[config.mk]
export PLATFORM = sky130hd
export DESIGN_NAME = channel_sum_top
export DESIGN_NICKNAME = d
export VERILOG_FILES = /design/src/source/channel_sum_pkg.sv /design/src/source/channel_sum_top.sv /design/src/source/plane_sequencer.sv /design/src/source/channel_adder_tree.sv /design/src/source/fp_adder.sv /design/src/source/plane_delay_line.sv
export SDC_FILE = /design/constraint.sdc
export NUM_CORES = 2
export LEC_CHECK = 0
export ABC_AREA = 1
export BUFFER_PORTS_ARGS = -buffer_cell sky130_fd_sc_hd__buf_4
export CAP_MARGIN = 10
export CORE_MARGIN = 2
export CORE_UTILIZATION = 50
export CTS_BUF_LIST = sky130_fd_sc_hd__clkbuf_4
export CTS_CLUSTER_DIAMETER = 150
export CTS_CLUSTER_SIZE = 20
export DETAILED_ROUTE_END_ITERATION = 8
export PLACE_DENSITY = 0.65
export SLEW_MARGIN = 10
export SYNTH_ARGS = -nofsm -noshare
export SYNTH_HDL_FRONTEND = slang
export SYNTH_SLANG_ARGS = --single-unit
[constraint.sdc]
create_clock -name clk -period 32 [get_ports clk]
set_input_delay 1.6 -clock clk [delete_from_list [all_inputs] [get_ports clk]]
set_output_delay 1.6 -clock clk [all_outputs]
set_load 0.02 [all_outputs]
[src/source/channel_sum_pkg.sv]
`default_nettype none

package channel_sum_pkg;

  //////////////////////////////////////////////////
  // Pipeline constants

  // Cycles from operands to result in fp_adder
  localparam int FP_ADD_LATENCY = 3;

  //////////////////////////////////////////////////
  // Stream types

  typedef struct packed {
    logic        sign;
    logic [7:0]  exponent;
    logic [22:0] mantissa;
  } fp32_t;

  // Position of a pixel inside one plane
  typedef logic [15:0] pixel_index_t;

  typedef struct packed {
    logic  valid;
    fp32_t data;
  } pixel_beat_t;

  typedef struct packed {
    logic         valid;
    fp32_t        data;
    pixel_index_t pixel_index;
  } sum_beat_t;

  // Sum window is open only while the last channel streams
  typedef enum logic {
    PH_FILL = 1'b0,
    PH_SUM  = 1'b1
  } seq_phase_t;

endpackage

`default_nettype wire
[src/source/channel_sum_top.sv]
`timescale 1ns/100ps
`default_nettype none

module channel_sum_top import channel_sum_pkg::*; #(
  parameter int CHANNEL_NUM_IN = 4,
  parameter int PLANE_SIZE     = 16
) (
  input  logic        clk,
  input  logic        reset,
  input  pixel_beat_t pixel_in,
  output sum_beat_t   sum_out
);

  localparam int TREE_LATENCY = $clog2(CHANNEL_NUM_IN) * FP_ADD_LATENCY;

  pixel_beat_t               taps [CHANNEL_NUM_IN];
  logic [CHANNEL_NUM_IN-1:0] tap_valid;
  seq_phase_t                phase;
  pixel_index_t              pixel_index;
  logic                      capture_en;
  logic                      cap_valid;
  fp32_t                     cap_data [CHANNEL_NUM_IN];
  pixel_beat_t               operands [CHANNEL_NUM_IN];
  pixel_index_t              index_pipe [TREE_LATENCY+1];
  pixel_beat_t               total;

  //////////////////////////////////////////////////
  // Delay-line chain, tap k is k planes back

  assign taps[0] = pixel_in;

  for (genvar k = 0; k < CHANNEL_NUM_IN - 1; k++) begin : g_delay
    plane_delay_line #(
      .PLANE_SIZE (PLANE_SIZE)
    ) plane_delay_line_inst (
      .clk      (clk),
      .reset    (reset),
      .beat_in  (taps[k]),
      .beat_out (taps[k + 1])
    );
  end

  plane_sequencer #(
    .CHANNEL_NUM_IN (CHANNEL_NUM_IN),
    .PLANE_SIZE     (PLANE_SIZE)
  ) plane_sequencer_inst (
    .clk         (clk),
    .reset       (reset),
    .beat_valid  (pixel_in.valid),
    .phase       (phase),
    .pixel_index (pixel_index)
  );

  //////////////////////////////////////////////////
  // Capture bank and index pipeline

  assign capture_en = pixel_in.valid && (phase == PH_SUM);

  always_ff @(posedge clk) begin
    if (reset) begin
      cap_valid <= 1'b0;
    end else begin
      cap_valid <= capture_en;
    end
  end

  always_ff @(posedge clk) begin
    if (capture_en) begin
      for (int k = 0; k < CHANNEL_NUM_IN; k++) begin
        cap_data[k] <= taps[k].data;
      end
      index_pipe[0] <= pixel_index;
    end
    // Tree never stalls, so the index just walks alongside
    for (int k = 1; k <= TREE_LATENCY; k++) begin
      index_pipe[k] <= index_pipe[k-1];
    end
  end

  for (genvar k = 0; k < CHANNEL_NUM_IN; k++) begin : g_lane
    assign tap_valid[k] = taps[k].valid;
    assign operands[k]  = '{valid: cap_valid, data: cap_data[k]};
  end

  channel_adder_tree #(
    .CHANNEL_NUM_IN (CHANNEL_NUM_IN)
  ) channel_adder_tree_inst (
    .clk      (clk),
    .reset    (reset),
    .operands (operands),
    .total    (total)
  );

  assign sum_out = '{valid: total.valid, data: total.data,
                     pixel_index: index_pipe[TREE_LATENCY]};

  a_capture_gated: assert property (@(posedge clk) disable iff (reset)
    cap_valid |-> $past(phase == PH_SUM && (&tap_valid)));

endmodule

`default_nettype wire

[src/source/plane_sequencer.sv]
`timescale 1ns/100ps
`default_nettype none

module plane_sequencer import channel_sum_pkg::*; #(
  parameter int CHANNEL_NUM_IN = 4,
  parameter int PLANE_SIZE     = 16
) (
  input  logic         clk,
  input  logic         reset,
  input  logic         beat_valid,
  output seq_phase_t   phase,
  output pixel_index_t pixel_index
);

  localparam int CH_W = $clog2(CHANNEL_NUM_IN);

  pixel_index_t    pix_count;
  logic [CH_W-1:0] ch_count;
  logic            plane_end;
  logic            last_channel;

  assign plane_end    = pix_count == pixel_index_t'(PLANE_SIZE - 1);
  assign last_channel = ch_count == CH_W'(CHANNEL_NUM_IN - 1);

  // Counters move only on valid beats
  always_ff @(posedge clk) begin
    if (reset) begin
      pix_count <= '0;
      ch_count  <= '0;
    end else if (beat_valid) begin
      if (plane_end) begin
        pix_count <= '0;
        ch_count  <= last_channel ? '0 : ch_count + 1'b1;
      end else begin
        pix_count <= pix_count + 1'b1;
      end
    end
  end

  // Both describe the beat currently on the input
  assign phase       = last_channel ? PH_SUM : PH_FILL;
  assign pixel_index = pix_count;

  a_index_range: assert property (@(posedge clk) disable iff (reset)
    pixel_index < pixel_index_t'(PLANE_SIZE));

endmodule

`default_nettype wire

[src/source/channel_adder_tree.sv]
`timescale 1ns/100ps
`default_nettype none

module channel_adder_tree import channel_sum_pkg::*; #(
  parameter int CHANNEL_NUM_IN = 4
) (
  input  logic        clk,
  input  logic        reset,
  input  pixel_beat_t operands [CHANNEL_NUM_IN],
  output pixel_beat_t total
);

  localparam int LEVELS       = $clog2(CHANNEL_NUM_IN);
  localparam int TREE_LATENCY = LEVELS * FP_ADD_LATENCY;

  // Row 0 holds the operands, row LEVELS the total
  pixel_beat_t lane [LEVELS+1][CHANNEL_NUM_IN];

  if (CHANNEL_NUM_IN < 2 || (CHANNEL_NUM_IN & (CHANNEL_NUM_IN - 1)) != 0) begin : g_bad_count
    $error("CHANNEL_NUM_IN must be a power of two and at least 2");
  end

  for (genvar i = 0; i < CHANNEL_NUM_IN; i++) begin : g_leaf
    assign lane[0][i] = operands[i];
  end

  // Lane i meets lane i+half at every level
  for (genvar l = 0; l < LEVELS; l++) begin : g_level
    localparam int HALF = CHANNEL_NUM_IN >> (l + 1);

    for (genvar i = 0; i < HALF; i++) begin : g_pair
      fp_adder fp_adder_inst (
        .clk   (clk),
        .reset (reset),
        .a     (lane[l][i]),
        .b     (lane[l][i + HALF]),
        .sum   (lane[l + 1][i])
      );
    end
  end

  assign total = lane[LEVELS][0];

  a_tree_latency: assert property (@(posedge clk) disable iff (reset)
    total.valid |-> $past(operands[0].valid, TREE_LATENCY));

endmodule

`default_nettype wire

[src/source/fp_adder.sv]
`timescale 1ns/100ps
`default_nettype none

module fp_adder import channel_sum_pkg::*; (
  input  logic        clk,
  input  logic        reset,
  input  pixel_beat_t a,
  input  pixel_beat_t b,
  output pixel_beat_t sum
);

  function automatic logic [4:0] lead_zeros(input logic [26:0] v);
    logic [4:0] n;
    n = 5'd27;
    for (int i = 0; i < 27; i++) begin
      if (v[i]) begin
        n = 5'(26 - i);
      end
    end
    return n;
  endfunction

  logic [FP_ADD_LATENCY-1:0] valid_pipe;

  always_ff @(posedge clk) begin
    if (reset) begin
      valid_pipe <= '0;
    end else begin
      valid_pipe <= {valid_pipe[FP_ADD_LATENCY-2:0], a.valid & b.valid};
    end
  end

  //////////////////////////////////////////////////
  // Stage 1: compare, swap, align

  logic        swap;
  fp32_t       big;
  fp32_t       small_op;
  logic [23:0] small_man;
  logic [7:0]  exp_diff;
  logic [4:0]  shamt;
  logic [49:0] shifted;

  logic        s1_sign;
  logic        s1_sub;
  logic        s1_inf;
  logic [7:0]  s1_exp;
  logic [26:0] s1_big;
  logic [26:0] s1_small;

  assign swap     = {b.data.exponent, b.data.mantissa} > {a.data.exponent, a.data.mantissa};
  assign big      = swap ? b.data : a.data;
  assign small_op = swap ? a.data : b.data;

  // Zero exponent counts as zero
  assign small_man = (small_op.exponent == 8'd0) ? 24'd0 : {1'b1, small_op.mantissa};
  assign exp_diff  = big.exponent - small_op.exponent;

  // Past 26 the whole operand already lands in sticky
  assign shamt   = (exp_diff > 8'd26) ? 5'd26 : exp_diff[4:0];
  assign shifted = {small_man, 26'd0} >> shamt;

  always_ff @(posedge clk) begin
    s1_sign  <= big.sign;
    s1_sub   <= a.data.sign ^ b.data.sign;
    s1_inf   <= (a.data.exponent == 8'hFF) | (b.data.exponent == 8'hFF);
    s1_exp   <= big.exponent;
    s1_big   <= (big.exponent == 8'd0) ? 27'd0 : {1'b1, big.mantissa, 3'b000};
    s1_small <= {shifted[49:24], |shifted[23:0]};
  end

  //////////////////////////////////////////////////
  // Stage 2: add and normalize

  logic [27:0]       raw_sum;
  logic [4:0]        lz;
  logic [26:0]       left_norm;

  logic              s2_sign;
  logic              s2_inf;
  logic              s2_zero;
  logic signed [9:0] s2_exp;
  logic [26:0]       s2_man;

  // Big is never smaller in magnitude, so no negative result
  assign raw_sum = s1_sub ? ({1'b0, s1_big} - {1'b0, s1_small})
                          : ({1'b0, s1_big} + {1'b0, s1_small});
  assign lz        = lead_zeros(raw_sum[26:0]);
  assign left_norm = raw_sum[26:0] << lz;

  always_ff @(posedge clk) begin
    s2_sign <= s1_sign;
    s2_inf  <= s1_inf;
    s2_zero <= raw_sum == 28'd0;
    if (raw_sum[27]) begin
      s2_man <= {raw_sum[27:2], raw_sum[1] | raw_sum[0]};
      s2_exp <= $signed({2'b00, s1_exp}) + 10'sd1;
    end else begin
      s2_man <= left_norm;
      s2_exp <= $signed({2'b00, s1_exp}) - $signed({5'd0, lz});
    end
  end

  //////////////////////////////////////////////////
  // Stage 3: round, flush, overflow

  logic              round_up;
  logic [24:0]       rounded;
  logic signed [9:0] exp_final;
  logic [22:0]       frac_final;
  fp32_t             s3_data;

  // Nearest even on guard, round, sticky
  assign round_up   = s2_man[2] & (s2_man[1] | s2_man[0] | s2_man[3]);
  assign rounded    = {1'b0, s2_man[26:3]} + 25'(round_up);
  assign exp_final  = s2_exp + (rounded[24] ? 10'sd1 : 10'sd0);
  assign frac_final = rounded[24] ? rounded[23:1] : rounded[22:0];

  always_ff @(posedge clk) begin
    if (s2_inf || exp_final >= 10'sd255) begin
      s3_data <= '{sign: s2_sign, exponent: 8'hFF, mantissa: 23'd0};
    end else if (s2_zero || exp_final <= 10'sd0) begin
      s3_data <= '0;
    end else begin
      s3_data <= '{sign: s2_sign, exponent: exp_final[7:0], mantissa: frac_final};
    end
  end

  assign sum = '{valid: valid_pipe[FP_ADD_LATENCY-1], data: s3_data};

  // Tree lanes are paired in step
  a_lanes_in_step: assert property (@(posedge clk) disable iff (reset)
    a.valid == b.valid);

endmodule

`default_nettype wire

[src/source/plane_delay_line.sv]
`timescale 1ns/100ps
`default_nettype none

module plane_delay_line import channel_sum_pkg::*; #(
  parameter int PLANE_SIZE = 16
) (
  input  logic        clk,
  input  logic        reset,
  input  pixel_beat_t beat_in,
  output pixel_beat_t beat_out
);

  localparam int FILL_W = $clog2(PLANE_SIZE + 1);

  fp32_t             shift_reg [PLANE_SIZE];
  logic [FILL_W-1:0] fill_count;
  logic              filled;

  // Newest beat sits in entry 0
  always_ff @(posedge clk) begin
    if (beat_in.valid) begin
      shift_reg[0] <= beat_in.data;
      for (int i = 1; i < PLANE_SIZE; i++) begin
        shift_reg[i] <= shift_reg[i-1];
      end
    end
  end

  // Output stays invalid until one full plane has gone in
  always_ff @(posedge clk) begin
    if (reset) begin
      fill_count <= '0;
      filled     <= 1'b0;
    end else if (beat_in.valid && !filled) begin
      if (fill_count == FILL_W'(PLANE_SIZE - 1)) begin
        filled <= 1'b1;
      end else begin
        fill_count <= fill_count + 1'b1;
      end
    end
  end

  assign beat_out = '{valid: beat_in.valid & filled, data: shift_reg[PLANE_SIZE-1]};

  a_data_known: assert property (@(posedge clk) disable iff (reset)
    beat_in.valid |-> !$isunknown(beat_in.data));

endmodule

`default_nettype wire

# After elaboration in Yosys (flattened, before gate mapping)
# Memories as Yosys holds them, arrays and structs flattened.
# Index checks and enable logic that the tools add are counted.
# classes
reduce_logical	31
div_mod_pow	0
mux	128
multipliers	0
order_cmp	12
n_eq_ne	10
n_addsub	25
n_shift	6
bitwise	23
# op_table
op	count
two-way mux 5 bit	81
two-way mux 32 bit	9
right shift 50 x 5 -> 50 bit	3
greater-than comparator 31 bit	3
two-way mux 31 bit	3
adder 27 x 27 -> 28 bit	3
zero test 28 bit	3
two-way mux 28 bit	3
subtractor 27 x 27 -> 28 bit	3
two-way mux 27 bit	3
<< shifter 27 x 5 -> 27 bit	3
two-way mux 26 bit	3
adder 24 x 1 -> 25 bit	3
two-way mux 24 bit	3
OR reduction 24 bit	3
two-way mux 23 bit	3
== test 8 bit, second input constant	6
zero test 8 bit	6
adder 10 x 2 -> 10 bit	3
greater-or-equal comparator 10 x 9 -> 1 bit, second input constant	3
less-or-equal comparator 10 x 1 -> 1 bit, second input constant	3
two-way mux 10 bit	3
adder 8 x 1 -> 9 bit, second input constant	3
subtractor 8 x 5 -> 9 bit	3
other kinds (20)	73
# totals
out_inout_bits	49
input_bits	35
wordCells	298
ramBits	1776
rom_bits	0
latchBits	0
mem_count	5
register_bits	451
# memory_table
memory	words	width	rd	rd_clocked_by_memory_dff	write_ports	line	rtl
g_delay[0].plane_delay_line_inst.shift_reg	16	32	16	0	16	plane_delay_line.sv:15	fp32_t shift_reg [PLANE_SIZE];
g_delay[1].plane_delay_line_inst.shift_reg	16	32	16	0	16	plane_delay_line.sv:15	
g_delay[2].plane_delay_line_inst.shift_reg	16	32	16	0	16	plane_delay_line.sv:15	
cap_data	4	32	4	0	4	channel_sum_top.sv:22	fp32_t cap_data [CHANNEL_NUM_IN];
index_pipe	7	16	7	0	7	channel_sum_top.sv:24	pixel_index_t index_pipe [TREE_LATENCY+1];

# Logic depth before layout (Yosys ltp)
# logic_depth
word_depth	31
depth_mapped	48
ltp_nobuf	48

# Modules after synthesis
# Synthesis repeated with hierarchy kept, for this count alone.
# hier_totals
cells_unflattened	7825
hier_area_um2	89758.6
# modules_own_cells
mod	seq_area_each_um2	n_inst	cells_each	area_per_inst_um2
plane_delay_line	15494.9	3	551	15662.5
fp_adder at channel_adder_tree_inst.g_level[0].g_pair[1].fp_adder_inst	2742.6	1	1940	11975.2
fp_adder at channel_adder_tree_inst.g_level[1].g_pair[0].fp_adder_inst	2742.6	1	1946	11833.8
fp_adder at channel_adder_tree_inst.g_level[0].g_pair[0].fp_adder_inst	2742.6	1	1880	11652.4
channel_sum_top	6266.0	1	244	6279.8
plane_sequencer	360.3	1	162	1029.7

# Worst setup path before layout
# No wires, ideal clock.
# synth_timing
path_kind	input to register
startpoint	input port pixel_in[32] (netlist bit)
endpoint	memory g_delay[2].plane_delay_line_inst.shift_reg[0][0] (netlist bit) (enable)
t_arrival_ns	22.851
n_path_buf	0
t_required_ns	30.603
setup_slack_ns	7.752
cell_stages	2
setup_time_ns	1.397
path_cell_list	nand2_1 nor2_1
# synth_rtl
item	line	rtl
from (decl)	channel_sum_top.sv:10	input pixel_beat_t pixel_in,
to (decl)	plane_delay_line.sv:15	

# Worst setup path after layout
# layout_timing
startpoint	register channel_adder_tree_inst.g_level[1].g_pair[0].fp_adder_inst.s1_small[0]
endpoint	register channel_adder_tree_inst.g_level[1].g_pair[0].fp_adder_inst.s2_exp[7]
# layout_between
elab_chain_len	31
elab_cells_between_ends	32
cone_classes	add/sub (3); mux (29)
# layout_rtl
item	line	rtl
from (decl)	fp_adder.sv:49	logic [26:0] s1_small;
from (signal assigned)	fp_adder.sv:69	s1_small <= {shifted[49:24], |shifted[23:0]};
adder 27 x 27 -> 28 bit or subtractor 27 x 27 -> 28 bit (tied branches)	fp_adder.sv:87, fp_adder.sv:86	
two-way mux 28 bit (*)	fp_adder.sv:86	assign raw_sum = s1_sub ? ({1'b0, s1_big} - {1'b0, s1_small})
two-way mux 1 bit	fp_adder.sv:16	if (v[i]) begin
two-way mux 5 bit (26 in series)	fp_adder.sv:16	
subtractor 8 x 5 -> 9 bit	fp_adder.sv:100	s2_exp <= $signed({2'b00, s1_exp}) - $signed({5'd0, lz});
two-way mux 10 bit (*)	fp_adder.sv:95	if (raw_sum[27]) begin
to (signal assigned)	fp_adder.sv:97	s2_exp <= $signed({2'b00, s1_exp}) + 10'sd1;
to (signal assigned)	fp_adder.sv:100	
to (decl)	fp_adder.sv:82	logic signed [9:0] s2_exp;
# Every way passes the cells marked *; elsewhere a longest branch is shown, timed or not.
# A chain may end at the register's enable or synchronous reset.

==> flow_metrics.env <==
export IMPL_post_cts_buffers=0
export IMPL_synth_nets=7898
export IMPL_wl_met3_um=8335
export IMPL_tns_ps=0
export IMPL_pwr_share_seq_pct=74.6
export IMPL_cts_tree="yes"
export IMPL_clkPwrFrac_pct=24.8
export IMPL_ios=84
export IMPL_switchingPower_uw=804.8
export IMPL_p_leak_uw=0.03588
export IMPL_synth_enable_flop_cells=1680
export IMPL_largest_reg_flops=1536
export IMPL_slew_headroom_pct=22.23
export IMPL_antenna_found_initial=26
export IMPL_ys_seq_elements=2215
export IMPL_path_class="reg -> reg"
export IMPL_fillCellCount=15240
export IMPL_critPathArrivalTime_ps=8110
export IMPL_power_internal_uw=3379
export IMPL_die_area_mm2=0.1802
export IMPL_start_kind="flip-flop"
export IMPL_wl_met2_um=86860
export IMPL_syn_inst=7650
export IMPL_crit_top_cell="nand2_1"
export IMPL_clkLatencyLatePin_ps=1220
export IMPL_synth_main_ff_cell="edfxtp_1"
export IMPL_cts_root_buf="clkbuf_4"
export IMPL_clkTransAtPathRegs_ps=190
export IMPL_power_uw=4183
export IMPL_clock_sinks=2215
export IMPL_critPathMaxStageDelay_ps=580
export IMPL_rsz0062_at_grt="no"
export IMPL_grtUsageTotal_pct=20.89
export IMPL_grt_pass1_wl_um=293300
export IMPL_dr_pass1_iters=6
export IMPL_fmax_ghz=0.1427
export IMPL_fin_crit_sh_pct=21.89
export IMPL_viasPerCell=5.362
export IMPL_reg2reg_depth=37
export IMPL_final_hold_violation_count=0
export IMPL_crit_required_ps=33110
export IMPL_htree_levels=3
export IMPL_first_global_vias=50910
export IMPL_sw_frac_of_total_pct=19.24
export IMPL_wl_um=189900
export IMPL_vdd_drop_max_v=0.00004042
export IMPL_cpMaxStageDelayCell="nand2_1"
export IMPL_avgSynthCellArea_um2=11.56
export IMPL_setup_worst_path_end_class="flip-flop"
export IMPL_powerDensity_mw_per_mm2=45.10
export IMPL_multiInputGateArea_mm2=0.02355
export IMPL_drt_iter0_markers=5178
export IMPL_syn_area_mm2=0.08843
export IMPL_dp_hpwl_um=134800
export IMPL_status="completed"
export IMPL_async_flop_share_pct=0
export IMPL_met1_length_um=90070
export IMPL_top_layer_used="met5"
export IMPL_setup_viol=0
export IMPL_cp_max_fo=27
export IMPL_synth_distinct_cells=77
export IMPL_period_needed_ps=7006
export IMPL_p_comb_share_pct=0.5
export IMPL_fin_skew_ps=97.23
export IMPL_clockBufferDepth=3
export IMPL_drt_wirelength_per_cell_um=18.81
export IMPL_drv_cap=0
export IMPL_seq_area_frac_synth_pct=69.16
export IMPL_drc_errors=0
export IMPL_min_path_type="reg -> reg"
export IMPL_ff_latch_area_mm2=0.06116
export IMPL_overflow=0
export IMPL_cts_resized_gates=0
export IMPL_gp_congestion=0.9196
export IMPL_cts_hold_buf=0
export IMPL_hold_depth=0
export IMPL_tightest_slew_ps=1165
export IMPL_vias=54150
export IMPL_maxSlewViolCount=0
export IMPL_grt_max_degree=202
export IMPL_rows=154
export IMPL_synthToLayoutAreaGrowth_pct=4.893
export IMPL_die_y_um=424.6
export IMPL_utilization_pct=52.73
export IMPL_core_area_mm2=0.1759
export IMPL_numCtsBuffers=121
export IMPL_die_w_um=424.6
export IMPL_final_nets=7925
export IMPL_drive_gt1_share_pct=6.090
export IMPL_yosysWarnings=0
export IMPL_portBuffers=83
export IMPL_start_util_pct=50.27
export IMPL_ant_nets=0
-- worst max-delay path, delay by kind of cell, from the launching register on --
kind / cells / cell delay [ps]
xor+xnor: 3 / 510
buf+inv: 5 / 890
compound gates: 6 / 1080
fa+ha+maj: 3 / 790
flops: 1 / 440
simple gates: 20 / 3230
-- per-layer routing --
layer | up-vias | global-route usage, %
met5 | - | 0
met4 | 2 | 6.287
met3 | 262 | 2.203
met2 | 1359 | 32.80
met1 | 25960 | 30.82
li1 | 26570 | -
-- cell type report --
type / count / share of cell area, %
Tap cell: 2340 / 3.156
Clock buffer: 189 / 1.530
Timing Repair Buffer: 121 / 1.014
Clock inverter: 8 / 0.07149
Antenna cell: 8 / 0.02158
Inverter: 708 / 2.884
Multi-Input combinational cell: 4510 / 25.39
Sequential cell: 2215 / 65.93
-- cell usage in the layout, fill, tap and decap left out, types with 27 or more instances in the layout --
master and n:
edfxtp_1 1680, nand2_1 1532, nand3_1 1025, inv_1 670
dfxtp_1 535, nor2_1 433, a21oi_1 283, o21ai_0 248
ha_1 210, clkbuf_4 189, xor2_1 138, buf_4 118
nand4_1 106, nor3_1 81, xnor2_1 62, o21ai_1 47
o211ai_1 28, inv_2 27, a31oi_1 27, nor4_1 27
-- stage by stage --
step                      instance area [µm²]  worst slack, ps  hold slack, ps  cells
after global placement                  91250            25120           310.3   9894
final                                   92760            24990           327.5  10100
after detailed placement                91250            25080           312.1   9894
after global routing                    92750            24320           330.3  10100
after floorplan                         88430             7752           309.6   7650
after CTS                               92740            25130           319.1  10090
-- power by group through the flow --
stage	clock (µW)	combinational (µW)	sequential [µW]
after floorplan	0	2.01	3180
after global placement	0	22.2	3180
after detailed placement	0	22.8	3190
after CTS	1100	22.7	3120
after global routing	1190	24.1	3130
final	1040	21.6	3120
-- path summary, 6_finish.rpt --
| kind | from | endpoint | slack [ps] |
|---|---|---|---|
| max | flip-flop | flip-flop | 24990 |
| min | index_pipe[5][6]$_DFF_P_ | index_pipe[6][6]$_DFF_P_ | 330 |
| max reg2reg | flip-flop | flip-flop | 24990 |
| min reg2reg | index_pipe[5][6]$_DFF_P_ | index_pipe[6][6]$_DFF_P_ | 330 |
-- synthesized netlist by cell type, types with 5 or more instances --
cell type / n / share of area [%]
a211oi_1: 9 / 0.076
a21o_1: 8 / 0.068
a21oi_1: 283 / 1.6
a221oi_1: 5 / 0.050
a31oi_1: 27 / 0.19
buf_1: 17 / 0.072
buf_2: 75 / 0.42
buf_4: 15 / 0.13
buf_6: 14 / 0.18
clkbuf_1: 96 / 0.41
clkinv_1: 7 / 0.030
dfxtp_1: 535 / 12
edfxtp_1: 1680 / 57
ha_1: 210 / 3.0
inv_1: 672 / 2.9
inv_2: 26 / 0.11
mux2i_1: 6 / 0.068
nand2_1: 1532 / 6.5
nand2_2: 22 / 0.16
nand2_4: 6 / 0.076
nand3_1: 1025 / 5.8
nand3_2: 10 / 0.11
nand3b_1: 22 / 0.19
nand4_1: 106 / 0.75
nor2_1: 435 / 1.8
nor2_2: 11 / 0.078
nor2_4: 5 / 0.064
nor3_1: 81 / 0.46
nor3b_1: 12 / 0.10
nor4_1: 27 / 0.19
o211ai_1: 28 / 0.24
o21a_1: 9 / 0.076
o21ai_0: 248 / 1.4
o21ai_1: 47 / 0.27
o21ai_2: 17 / 0.17
o21bai_1: 5 / 0.042
o22ai_1: 17 / 0.12
o31ai_1: 10 / 0.085
or2_2: 24 / 0.17
xnor2_1: 62 / 0.61
xor2_1: 138 / 1.4
-- kinds of logic (layout without fill, tap and decap cells) --
group	count (synthesis)	in the layout	synth area share, %
adder cells (fa/ha/maj)	213	213	3.039
multiplexers	9	9	0.1061
other	0	8	0
AO/OA/AOI/OAI	745	745	4.714
buffers and inverters	925	1026	4.221
flip-flops	2215	2215	69.16
XOR/XNOR	202	202	2.018
AND/OR/NAND/NOR	3341	3341	16.74
Note: power is estimated with default switching activity, not from simulation.
